File: src/hdl/cw_target_cfg.svh
`ifndef CW_TARGET_CFG_SVH
`define CW_TARGET_CFG_SVH

// register bus
`define CW_REG_ADDR_W       8
`define CW_REG_DATA_W       8

// external async SRAM
`define CW_SRAM_ADDR_W      12
`define CW_SRAM_DATA_W      16
`define CW_SRAM_BLOCK_W     4   // words per top_addr unit = 2**4

// heartbeat counter, MSB drives LED 0
`define CW_HB_BITS          25

`define CW_TARGET_ID        8'h41

// register map
`define REG_ID              8'h00
`define REG_DIPS            8'h01
`define REG_LED_CTRL        8'h02   // bit 0 test mode, bit 1 flash all
`define REG_TEST_LEDS       8'h03
`define REG_SRAM_CTRL       8'h04   // bit 0 enable
`define REG_SRAM_TOP        8'h05
`define REG_SRAM_WWAIT      8'h06
`define REG_SRAM_RWAIT      8'h07
`define REG_SRAM_STATUS     8'h08   // bit 0 pass, bit 1 fail
`define REG_SRAM_RUNS       8'h09   // low byte of run counter

`endif

File: src/hdl/cw_target_pkg.sv
`default_nettype none

`include "cw_target_cfg.svh"

package cw_target_pkg;

    // register bus
    typedef logic [`CW_REG_ADDR_W-1:0]  reg_addr_t;
    typedef logic [`CW_REG_DATA_W-1:0]  reg_data_t;

    // SRAM side
    typedef logic [`CW_SRAM_ADDR_W-1:0] sram_addr_t;
    typedef logic [`CW_SRAM_DATA_W-1:0] sram_data_t;

    typedef logic [7:0]                 wait_cnt_t;  // extra strobe cycles
    typedef logic [15:0]                run_cnt_t;   // completed passes
    typedef logic [7:0]                 led_vec_t;

    // SRAM tester FSM
    typedef enum logic [2:0] {
        IDLE,
        WRITE,
        WRITE_GAP,
        READ,
        CHECK,
        DONE
    } sram_state_e;

endpackage

`default_nettype wire

File: src/hdl/cw_target_ifs.sv
`timescale 1ns/1ps
`default_nettype none

// control and status between register bank and SRAM tester
interface sram_test_if import cw_target_pkg::*; ();

    logic       enable;
    reg_data_t  top_addr;    // last block to test
    wait_cnt_t  write_wait;
    wait_cnt_t  read_wait;
    logic       pass;        // sticky
    logic       fail;        // sticky
    run_cnt_t   runs;

    modport ctrl   (output enable, top_addr, write_wait, read_wait,
                    input  pass, fail, runs);
    modport tester (input  enable, top_addr, write_wait, read_wait,
                    output pass, fail, runs);

endinterface

// LED mode and status sources
interface led_ctrl_if import cw_target_pkg::*; ();

    logic       test_mode;
    logic       flash_all;
    led_vec_t   test_leds;
    logic       sram_en;
    logic       sram_pass;
    logic       sram_fail;

    modport ctrl (output test_mode, flash_all, test_leds,
                  output sram_en, sram_pass, sram_fail);
    modport disp (input  test_mode, flash_all, test_leds,
                  input  sram_en, sram_pass, sram_fail);

endinterface

`default_nettype wire

File: src/hdl/host_regs.sv
`timescale 1ns/1ps
`default_nettype none

`include "cw_target_cfg.svh"

module host_regs import cw_target_pkg::*; (
    input  logic        ext_clk,
    input  logic        rst_n_i,
    input  reg_addr_t   reg_addr_i,
    input  reg_data_t   reg_wdata_i,
    input  logic        reg_write_i,
    input  logic        reg_read_i,
    output reg_data_t   reg_rdata_o,
    input  reg_data_t   usr_dip_i,
    sram_test_if.ctrl   sram_o,
    led_ctrl_if.ctrl    led_o
);

    logic       test_mode;
    logic       flash_all;
    led_vec_t   test_leds;
    logic       sram_en;
    reg_data_t  sram_top;
    wait_cnt_t  write_wait;
    wait_cnt_t  read_wait;
    reg_data_t  rd_mux;

    // register writes, take effect on the next edge
    always_ff @(posedge ext_clk or negedge rst_n_i) begin
        if (!rst_n_i) begin
            test_mode  <= 1'b0;
            flash_all  <= 1'b0;
            test_leds  <= '0;
            sram_en    <= 1'b0;
            sram_top   <= '0;
            write_wait <= '0;
            read_wait  <= '0;
        end else if (reg_write_i) begin
            case (reg_addr_i)
                `REG_LED_CTRL: begin
                    test_mode <= reg_wdata_i[0];
                    flash_all <= reg_wdata_i[1];
                end
                `REG_TEST_LEDS:  test_leds  <= reg_wdata_i;
                `REG_SRAM_CTRL:  sram_en    <= reg_wdata_i[0];
                `REG_SRAM_TOP:   sram_top   <= reg_wdata_i;
                `REG_SRAM_WWAIT: write_wait <= reg_wdata_i;
                `REG_SRAM_RWAIT: read_wait  <= reg_wdata_i;
                default: ;  // read-only or unmapped
            endcase
        end
    end

    // readback selection
    always_comb begin
        case (reg_addr_i)
            `REG_ID:          rd_mux = `CW_TARGET_ID;
            `REG_DIPS:        rd_mux = usr_dip_i;
            `REG_LED_CTRL:    rd_mux = {6'b0, flash_all, test_mode};
            `REG_TEST_LEDS:   rd_mux = test_leds;
            `REG_SRAM_CTRL:   rd_mux = {7'b0, sram_en};
            `REG_SRAM_TOP:    rd_mux = sram_top;
            `REG_SRAM_WWAIT:  rd_mux = write_wait;
            `REG_SRAM_RWAIT:  rd_mux = read_wait;
            `REG_SRAM_STATUS: rd_mux = {6'b0, sram_o.fail, sram_o.pass};
            `REG_SRAM_RUNS:   rd_mux = sram_o.runs[7:0];
            default:          rd_mux = '0;
        endcase
    end

    // read data is captured on the strobe and held until the next read
    always_ff @(posedge ext_clk or negedge rst_n_i) begin
        if (!rst_n_i) begin
            reg_rdata_o <= '0;
        end else if (reg_read_i) begin
            reg_rdata_o <= rd_mux;
        end
    end

    assign sram_o.enable     = sram_en;
    assign sram_o.top_addr   = sram_top;
    assign sram_o.write_wait = write_wait;
    assign sram_o.read_wait  = read_wait;

    assign led_o.test_mode = test_mode;
    assign led_o.flash_all = flash_all;
    assign led_o.test_leds = test_leds;
    assign led_o.sram_en   = sram_en;
    assign led_o.sram_pass = sram_o.pass;   // status straight from tester
    assign led_o.sram_fail = sram_o.fail;

    // host never issues both strobes in one cycle
    a_strobe_excl: assert property (
        @(posedge ext_clk) disable iff (!rst_n_i)
        !(reg_read_i && reg_write_i)
    );

endmodule

`default_nettype wire

File: src/hdl/sram_rwtest.sv
`timescale 1ns/1ps
`default_nettype none

`include "cw_target_cfg.svh"

module sram_rwtest import cw_target_pkg::*; (
    input  logic        ext_clk,
    input  logic        rst_n_i,
    sram_test_if.tester test_i,
    output sram_addr_t  sram_addr_o,
    output sram_data_t  sram_wdata_o,
    input  sram_data_t  sram_rdata_i,
    output logic        sram_cs_n_o,
    output logic        sram_we_n_o,
    output logic        sram_oe_n_o
);

    sram_state_e state;
    wait_cnt_t   wait_cnt;
    sram_addr_t  addr;
    sram_addr_t  last_addr;
    sram_data_t  pattern;
    sram_data_t  rd_q;
    run_cnt_t    runs;
    logic        pass;
    logic        fail;
    logic        mismatch;     // error seen in the current pass
    logic        en_d;

    assign last_addr = {test_i.top_addr, {`CW_SRAM_BLOCK_W{1'b1}}};
    assign pattern   = sram_data_t'(addr) ^ {`CW_SRAM_DATA_W{runs[0]}};

    always_ff @(posedge ext_clk or negedge rst_n_i) begin
        if (!rst_n_i) begin
            state    <= IDLE;
            wait_cnt <= '0;
            addr     <= '0;
            runs     <= '0;
            pass     <= 1'b0;
            fail     <= 1'b0;
            mismatch <= 1'b0;
            en_d     <= 1'b0;
        end else begin
            en_d <= test_i.enable;
            case (state)
                IDLE: begin
                    if (test_i.enable) begin
                        addr     <= '0;
                        wait_cnt <= '0;
                        mismatch <= 1'b0;
                        state    <= WRITE;
                    end
                end
                WRITE: begin
                    if (wait_cnt == test_i.write_wait) begin
                        wait_cnt <= '0;
                        state    <= WRITE_GAP;
                    end else begin
                        wait_cnt <= wait_cnt + 1'b1;
                    end
                end
                WRITE_GAP: begin
                    if (!test_i.enable) begin
                        state <= IDLE;
                    end else if (addr == last_addr) begin
                        addr  <= '0;        // start read-back
                        state <= READ;
                    end else begin
                        addr  <= addr + 1'b1;
                        state <= WRITE;
                    end
                end
                READ: begin
                    if (wait_cnt == test_i.read_wait) begin
                        wait_cnt <= '0;
                        state    <= CHECK;
                    end else begin
                        wait_cnt <= wait_cnt + 1'b1;
                    end
                end
                CHECK: begin
                    if (rd_q != pattern) begin
                        mismatch <= 1'b1;
                        fail     <= 1'b1;
                    end
                    if (!test_i.enable) begin
                        state <= IDLE;
                    end else if (addr == last_addr) begin
                        state <= DONE;
                    end else begin
                        addr  <= addr + 1'b1;
                        state <= READ;
                    end
                end
                DONE: begin
                    runs <= runs + 1'b1;
                    if (!mismatch) pass <= 1'b1;
                    addr     <= '0;
                    mismatch <= 1'b0;
                    state    <= test_i.enable ? WRITE : IDLE;
                end
                default: state <= IDLE;
            endcase
            // fresh enable starts a new result set
            if (test_i.enable && !en_d) begin
                runs <= '0;
                pass <= 1'b0;
                fail <= 1'b0;
            end
        end
    end

    // sample at the end of the read strobe window
    always_ff @(posedge ext_clk) begin
        if (state == READ && wait_cnt == test_i.read_wait) rd_q <= sram_rdata_i;
    end

    assign sram_addr_o  = addr;
    assign sram_wdata_o = (state == WRITE) ? pattern : '0;
    assign sram_cs_n_o  = !(state == WRITE || state == READ);
    assign sram_we_n_o  = !(state == WRITE);
    assign sram_oe_n_o  = !(state == READ);

    assign test_i.pass = pass;
    assign test_i.fail = fail;
    assign test_i.runs = runs;

    // no read strobe during a write or in the cycle before it
    a_we_oe_excl: assert property (
        @(posedge ext_clk) disable iff (!rst_n_i)
        !sram_we_n_o |-> sram_oe_n_o && $past(sram_oe_n_o)
    );
    // a word keeps its address for the whole strobe
    a_cs_with_strobe: assert property (
        @(posedge ext_clk) disable iff (!rst_n_i)
        (!sram_we_n_o || !sram_oe_n_o) |->
            !sram_cs_n_o && ($past(sram_cs_n_o) || $stable(sram_addr_o))
    );

endmodule

`default_nettype wire

File: src/hdl/led_status.sv
`timescale 1ns/1ps
`default_nettype none

`include "cw_target_cfg.svh"

module led_status import cw_target_pkg::*; (
    input  logic        ext_clk,
    input  logic        rst_n_i,
    led_ctrl_if.disp    led_i,
    output led_vec_t    usr_led_o
);

    logic [`CW_HB_BITS-1:0] hb_cnt;

    // free-running heartbeat
    always_ff @(posedge ext_clk or negedge rst_n_i) begin
        if (!rst_n_i) begin
            hb_cnt <= '0;
        end else begin
            hb_cnt <= hb_cnt + 1'b1;
        end
    end

    always_comb begin
        if (led_i.test_mode) begin
            if (led_i.flash_all) begin
                usr_led_o = {8{hb_cnt[`CW_HB_BITS-2]}};  // twice the heartbeat rate
            end else begin
                usr_led_o = led_i.test_leds;
            end
        end else begin
            // normal mode shows status
            usr_led_o    = '0;
            usr_led_o[0] = hb_cnt[`CW_HB_BITS-1];
            usr_led_o[1] = led_i.sram_en;
            usr_led_o[2] = led_i.sram_pass && !led_i.sram_fail;
            usr_led_o[3] = led_i.sram_fail;
        end
    end

endmodule

`default_nettype wire

File: src/hdl/cw_target_top.sv
`timescale 1ns/1ps
`default_nettype none

`include "cw_target_cfg.svh"

module cw_target_top (
    input  logic                        ext_clk,
    input  logic                        rst_n_i,

    // host register bus
    input  logic [`CW_REG_ADDR_W-1:0]   reg_addr_i,
    input  logic [`CW_REG_DATA_W-1:0]   reg_wdata_i,
    input  logic                        reg_write_i,
    input  logic                        reg_read_i,
    output logic [`CW_REG_DATA_W-1:0]   reg_rdata_o,

    // board I/O
    input  logic [7:0]                  usr_dip_i,
    output logic [7:0]                  usr_led_o,

    // async SRAM, data split into in and out
    output logic [`CW_SRAM_ADDR_W-1:0]  sram_addr_o,
    output logic [`CW_SRAM_DATA_W-1:0]  sram_wdata_o,
    input  logic [`CW_SRAM_DATA_W-1:0]  sram_rdata_i,
    output logic                        sram_cs_n_o,
    output logic                        sram_we_n_o,
    output logic                        sram_oe_n_o
);

    sram_test_if sram_bus ();
    led_ctrl_if  led_bus ();

    host_regs u_host_regs (
        .ext_clk        (ext_clk),
        .rst_n_i        (rst_n_i),
        .reg_addr_i     (reg_addr_i),
        .reg_wdata_i    (reg_wdata_i),
        .reg_write_i    (reg_write_i),
        .reg_read_i     (reg_read_i),
        .reg_rdata_o    (reg_rdata_o),
        .usr_dip_i      (usr_dip_i),
        .sram_o         (sram_bus.ctrl),
        .led_o          (led_bus.ctrl)
    );

    sram_rwtest u_sram_rwtest (
        .ext_clk        (ext_clk),
        .rst_n_i        (rst_n_i),
        .test_i         (sram_bus.tester),
        .sram_addr_o    (sram_addr_o),
        .sram_wdata_o   (sram_wdata_o),
        .sram_rdata_i   (sram_rdata_i),
        .sram_cs_n_o    (sram_cs_n_o),
        .sram_we_n_o    (sram_we_n_o),
        .sram_oe_n_o    (sram_oe_n_o)
    );

    led_status u_led_status (
        .ext_clk        (ext_clk),
        .rst_n_i        (rst_n_i),
        .led_i          (led_bus.disp),
        .usr_led_o      (usr_led_o)
    );

endmodule

`default_nettype wire

File: config.mk
export PLATFORM = sky130hd
export DESIGN_NAME = cw_target_top
export DESIGN_NICKNAME = d
export VERILOG_FILES = /design/src/hdl/cw_target_pkg.sv /design/src/hdl/cw_target_ifs.sv /design/src/hdl/host_regs.sv /design/src/hdl/sram_rwtest.sv /design/src/hdl/led_status.sv /design/src/hdl/cw_target_top.sv
export VERILOG_INCLUDE_DIRS = /design/src /design/src/hdl
export SDC_FILE = /design/constraint.sdc
export NUM_CORES = 1
export LEC_CHECK = 0
export BUFFER_PORTS_ARGS = -buffer_cell sky130_fd_sc_hd__buf_2
export CORE_UTILIZATION = 52
export DETAILED_ROUTE_END_ITERATION = 8
export GPL_TIMING_DRIVEN = 0
export PLACE_DENSITY = 0.84
export SLEW_MARGIN = 0
export SYNTH_ARGS = -nofsm -noshare
export SYNTH_HDL_FRONTEND = slang
export SYNTH_SLANG_ARGS = --single-unit
File: constraint.sdc
create_clock -name ext_clk -period 2.3 [get_ports ext_clk]
set_input_delay 0.345 -clock ext_clk [delete_from_list [all_inputs] [get_ports ext_clk]]
set_output_delay 0.345 -clock ext_clk [all_outputs]
set_load 0.1 [all_outputs]
# After elaboration in Yosys (flattened, before gate mapping)
# Cells that the tools add are included.
[word_totals]
rom_bits = 0
output_inout_bits = 47
mem_bits_rw = 0
latchBits = 0
wordCells = 111
mem_count = 0
inputBits = 44
regBits = 127
[classes]
reduce_logical = 29
n_mul = 0
n_bitwise = 1
n_addsub = 4
div = 0
magnitude_cmp = 0
n_shift = 0
mux = 33
n_eq_ne = 26
[ops]
columns = ["operator", "n"]
rows = [
  ["$pmux 8 s10", 1],
  ["$mux 12", 5],
  ["$mux 16", 3],
  ["$pmux 12 s4", 1],
  ["$mux 8", 5],
  ["$eq 8x3->1 const B", 4],
  ["$add 25x1->25 const B", 1],
  ["$pmux 8 s3", 1],
  ["$mux 3", 6],
  ["$pmux 3 s6", 1],
  ["$reduce_and 2->1", 9],
  ["$add 16x1->16 const B", 1],
  ["$eq 8x2->1 const B", 2],
  ["$eq 8x4->1 const B", 2],
  ["$eq 8x8->1", 2],
  ["$ne 16x16->1", 1],
  ["$xor 12x16->16", 1],
  ["$add 12x1->12 const B", 1],
  ["$eq 12x12->1", 1],
  ["$ne 2x2->1 const B", 5],
  ["$add 8x1->8 const B", 1],
  ["$eq 8x1->1 const B", 1],
  ["$logic_not 8->1", 1],
  ["$mux 1", 8],
  ["15 further kinds", 29],
]

# Logic depth before layout (Yosys ltp)
[depth]
ltp_word = 5
ltp_mapped = 7
depth_no_buf = 6

# Hierarchy
# Synthesis repeated with hierarchy kept, for this count alone.
[unflattened]
cells_unflattened = 685
hier_area_um2 = 6984.2
[modules_own_cells]
columns = ["mod", "seq_area_each_um2", "cells_each", "area_each_um2", "instances"]
rows = [
  ["sram_rwtest", 1556.5, 379, 3514.6, 1],
  ["host_regs", 1076.0, 197, 2257.2, 1],
  ["led_status", 625.6, 109, 1212.4, 1],
]

# Worst setup path before layout
# Ideal clock, no wire load.
[synth_timing]
path_type = "register to output"
startpoint = "reg u_sram_rwtest.state[0]"
endpoint = "out sram_wdata_o[10]"
stages_incl_launch_ff = 6
required_time_ns = 1.955
t_arrival_ns = 2.995
path_buffers = 2
slack_ns = -1.040
cell_sequence = "dfrtp_1 > buf_2 > nor2b_1 > nand2_1 > buf_1 > nor2_1"
[synth_via]
elab_chain_cells = 2
[synth_lines]
columns = ["element", "line", "text"]
rows = [
  ["start: declaration", "sram_rwtest.sv:18", "sram_state_e state;"],
  ["start signal: assignment", "sram_rwtest.sv:100", "state <= test_i.enable ? WRITE : IDLE;"],
  ["$eq 3x1->1", "sram_rwtest.sv:119", "assign sram_wdata_o = (state == WRITE) ? pattern : '0;"],
  ["$mux 16", "sram_rwtest.sv:119", ""],
  ["end: declaration", "cw_target_top.sv:23", "output logic [`CW_SRAM_DATA_W-1:0] sram_wdata_o,"],
]
# Every way passes these cells.

# Final worst setup path
[layout_timing]
startpoint = "reg u_sram_rwtest.addr[6], in the netlist u_sram_rwtest.sram_addr_o[6]"
endpoint = "reg u_sram_rwtest.addr[10], in the netlist u_sram_rwtest.sram_addr_o[10]"
[layout_via]
elab_chain_cells = 4
elab_cells_between_ends = 9
classes_between = "add/sub (1); eq/ne (2); mux (5); reduce/logical (1)"
[layout_lines]
columns = ["element", "line", "text"]
rows = [
  ["start: declaration", "sram_rwtest.sv:20", "sram_addr_t addr;"],
  ["start signal: assignment", "sram_rwtest.sv:69", "addr <= addr + 1'b1;"],
  ["start signal: assignment", "sram_rwtest.sv:91", "addr <= addr + 1'b1;"],
  ["$add 12x1->12 or $eq 12x12->1 (tied branches)", "--", ""],
  ["$mux 12 (on tied branches)", "sram_rwtest.sv:88, sram_rwtest.sv:65", ""],
  ["$mux 12 (on tied branches)", "sram_rwtest.sv:86, sram_rwtest.sv:63", ""],
  ["$pmux 12 s4", "sram_rwtest.sv:45", "case (state)"],
]
# Several ways; a longest one is shown, not always the timed one. The select of a mux whose other input is x is not followed.
# A chain may end at the register's enable or synchronous reset.

==> out/metrics.cfg <==
[status]
status=finished clean

[cells_and_area]
final_cell_count_no_fill=897
final_common_cell=dfrtp_1
n_fill_cell=877
final_cell_mix=dfrtp_1 (90), buf_2 (74), mux2_2 (42)
layout-drive-gt1-share_pct=31.96
fin_util_pct=66.91
n_antenna_cell=0
final_design_area_no_fill_um2=8070
area_growth_pct=24.95
fin_nets=764

[grt]
grt-ovfl-total=0
antenna_found_initial=0
grt_max_degree=62
first_global_vias=5306
grt_pass1_wl_um=27190
grt_usage_pct=27.62

[critical_path]
cpMaxStageDelayCell=nor4_2
cp-end-kind=register
cp_max_fo=10
crit_buf_inv=2
cp_common_cell=buf_2
start_kind=register
r2r-end=u_sram_rwtest.sram_addr_o[10]$_DFFE_PN0P_
r2r_cells=7
cp_data_required_time_ps=2620
reg2reg_slack_ps=60
cp_cell_sequence=buf_2 -> xor2_1 -> nor4_2 -> nand3_2 -> a311o_1 -> buf_2 -> a31oi_1
critical_path.top_delay_family=compound AO/OA/AOI/OAI gates
r2r_start=u_sram_rwtest.sram_addr_o[6]$_DFFE_PN0P_
crit_arrival_ps=2560
critical_path_class=reg -> reg
critPathMaxStageDelay_ps=410

[pwr]
power_density_nw_per_um2=684.6
irDropWorstVdd_uv=635.5
totalPowerFinal_uw=5525
p_leak_uw=0.003684

[clock_tree]
path_clk_slew_ps=60
cts_root_buffer=clkbuf_16
cts_tree=yes
cts_max_path_buffers=2
cts_htree_levels=4
cts_made_buffers=17
insertion_delay_ps=420
clock_sinks=119

[hold_path]
holdPathEnd=u_sram_rwtest.rd_q[12]$_DFFE_PP_
hold_path_class=in -> reg
hold_depth=1
hold_path_startpoint=sram_rdata_i[12]

[logic_synthesis]
synth_top_cell_by_area=dfrtp_1
avgSynthCellArea_um2=10.62
netlist_top_cells_area=dfrtp_1 (40%), edfxtp_1 (7.4%), mux2_2 (7.3%)
synth_ff_type=dfrtp_1
synth_area_um2=6459
yosys_warnings=0
synth-edff-count=16
ys_ff_latch=119
synth_nets=656
netlist.area_leader.share_pct=39.91
synthCells=608
synth_cell_types=65
synth_seq_area_share_pct=47.35
ys_async_sr_fraction_pct=86.55

[sta]
slew_violations=0
max_freq_mhz=446.7
layout_min_cycle_time_ps=2239
period_share_pct=97.34
maxSlewHeadroom_pct=60.11
tightest_slew_ps=593.8
rsz0062_at_grt=no
finalSetupTns_ps=0
hold_viol_final=0
skew_ps=6.317
setup_viol_count_final=0

[place]
portBuffers=87
gp_congestion=0.9169
place_area_um2=7266
dp_cells=864
dp_hpwl_um=12160

[floorplan]
core_um2=12060
fp.dieW_um=113.4
start_util_pct=53.55
rows=40
die_y_um=113.4
ioPinCount=91
die_area_um2=12870

[route]
drt_iter0_markers=530
first_pass_iters=6
vias=5320
wl_um=16970
wl_per_cell_um=18.92
via_per_inst=5.931
antenna_left=0
drcViolationCount=0

[run]
max_cap_violations=0

## cell families after synthesis
logic type / count (synthesis) / synth area share [%]
fa+ha+maj: 4 / 0.7749
simple gates: 182 / 16.49
mux: 48 / 8.272
compound gates: 114 / 12.44
xor+xnor: 76 / 10.31
buf+inv: 65 / 4.378
flops: 119 / 47.35
## metrics by stage
step | worst slack, ps | hold slack (ps)
after detailed placement | -231.0 | 367.5
after floorplan | -504.1 | 49.41
after global routing | 2.798 | 88.80
final | 61.14 | 96.79
after global placement | -311.4 | 356.9
after CTS | 5.706 | 89.99
## metal layers
layer,up-vias,GRT usage (%),routed length (um)
li1,2412,-,-
met1,2612,35.54,6972
met2,255,45.40,8480
met3,41,5.739,1060
met4,0,12.02,458
met5,-,0,0
## worst reg2reg max path, cell delays in order (launching register included)
cell     delay (ps)
dfrtp_2         400
buf_2           180
xor2_1          160
nor4_2          410
nand3_2         170
a311o_1         390
buf_2           210
a31oi_1         220
## how the worst max path moves through the flow
stage | from | endpoint | slack, ps | cells past startpoint
floorplan | u_host_regs.led_o.flash_all$_DFFE_PN0P_ | usr_led_o[0] | -500 | 3
global placement | rst_n_i | u_sram_rwtest.sram_addr_o[3]$_DFFE_PN0P_ | -310 | 1
detailed placement | u_sram_rwtest.state[0]$_DFFE_PN0P_ | sram_wdata_o[10] | -230 | 6
CTS | u_host_regs.led_o.flash_all$_DFFE_PN0P_ | usr_led_o[1] | 6 | 4
global route | u_sram_rwtest.wait_cnt[6]$_DFFE_PN0P_ | u_sram_rwtest.state[1]$_DFFE_PN0P_ | 3 | 6
finish | u_sram_rwtest.sram_addr_o[6]$_DFFE_PN0P_ | u_sram_rwtest.sram_addr_o[10]$_DFFE_PN0P_ | 60 | 7
## synth_stat cells (5+ instances only)
cell / instances
dfrtp_1: 103
mux2_2: 42
xor2_1: 41
nor2_1: 40
xnor2_1: 35
a31oi_1: 26
clkbuf_1: 24
inv_1: 24
nand2b_1: 23
nand3_1: 23
and3_1: 22
nand2_1: 22
edfxtp_1: 16
o21ai_0: 14
nor3_1: 12
a21oi_1: 9
buf_2: 9
nand4_1: 9
a22oi_1: 8
nor4_1: 8
o22ai_1: 8
a21boi_0: 7
a22o_1: 7
nor2b_1: 6
a222oi_1: 5
mux2i_1: 5
## cell type report
| cell class | instances | area [um^2] | area share (%) |
|---|---|---|---|
| tap | 168 | 210.2 | 2.605 |
| inverter | 24 | 90.09 | 1.116 |
| buffer | 38 | 205.2 | 2.543 |
| timing repair buffer | 92 | 599.3 | 7.426 |
| clock inverter | 12 | 140.1 | 1.736 |
| sequential | 119 | 3074 | 38.09 |
| multi-input combinational | 424 | 3273 | 40.56 |
| clock buffer | 20 | 478.0 | 5.922 |
## report_power, final
| part | switching [uW] | internal (uW) | leakage, uW |
|---|---|---|---|
| Combinational | 362 | 177 | 0.00185 |
| Sequential | 58.4 | 2180 | 0.00154 |
| Clock | 1020 | 1730 | 0.000295 |
| Total | 1440 | 4080 | 0.00368 |
## timing repair
action	4_1_cts	5_1_grt
pin swaps	0	2
setup buffers	0	3
hold buffers	1	0
endpoints found under the setup margin	34	56
endpoints found under the hold margin	42	0
resized for setup	33	19
## flip-flops by register name, indices dropped and copies added (netlist names)
signal	count
u_sram_rwtest.rd_q	16
u_host_regs.led_o.test_leds	8
u_led_status.hb_cnt	25
u_host_regs.sram_o.read_wait	8
u_host_regs.reg_rdata_o	8
u_sram_rwtest.wait_cnt	8
u_sram_rwtest.test_i.fail	1
u_host_regs.led_o.flash_all	1
u_host_regs.sram_o.write_wait	8
u_sram_rwtest.test_i.pass	1
u_host_regs.led_o.test_mode	1
u_sram_rwtest.sram_addr_o	12
u_sram_rwtest.state	3
u_host_regs.led_o.sram_en	1
u_sram_rwtest.mismatch	1
u_sram_rwtest.en_d	1
u_host_regs.sram_o.top_addr	8
u_sram_rwtest.test_i.runs	8
Note: power is estimated with default switching activity, not from simulation.
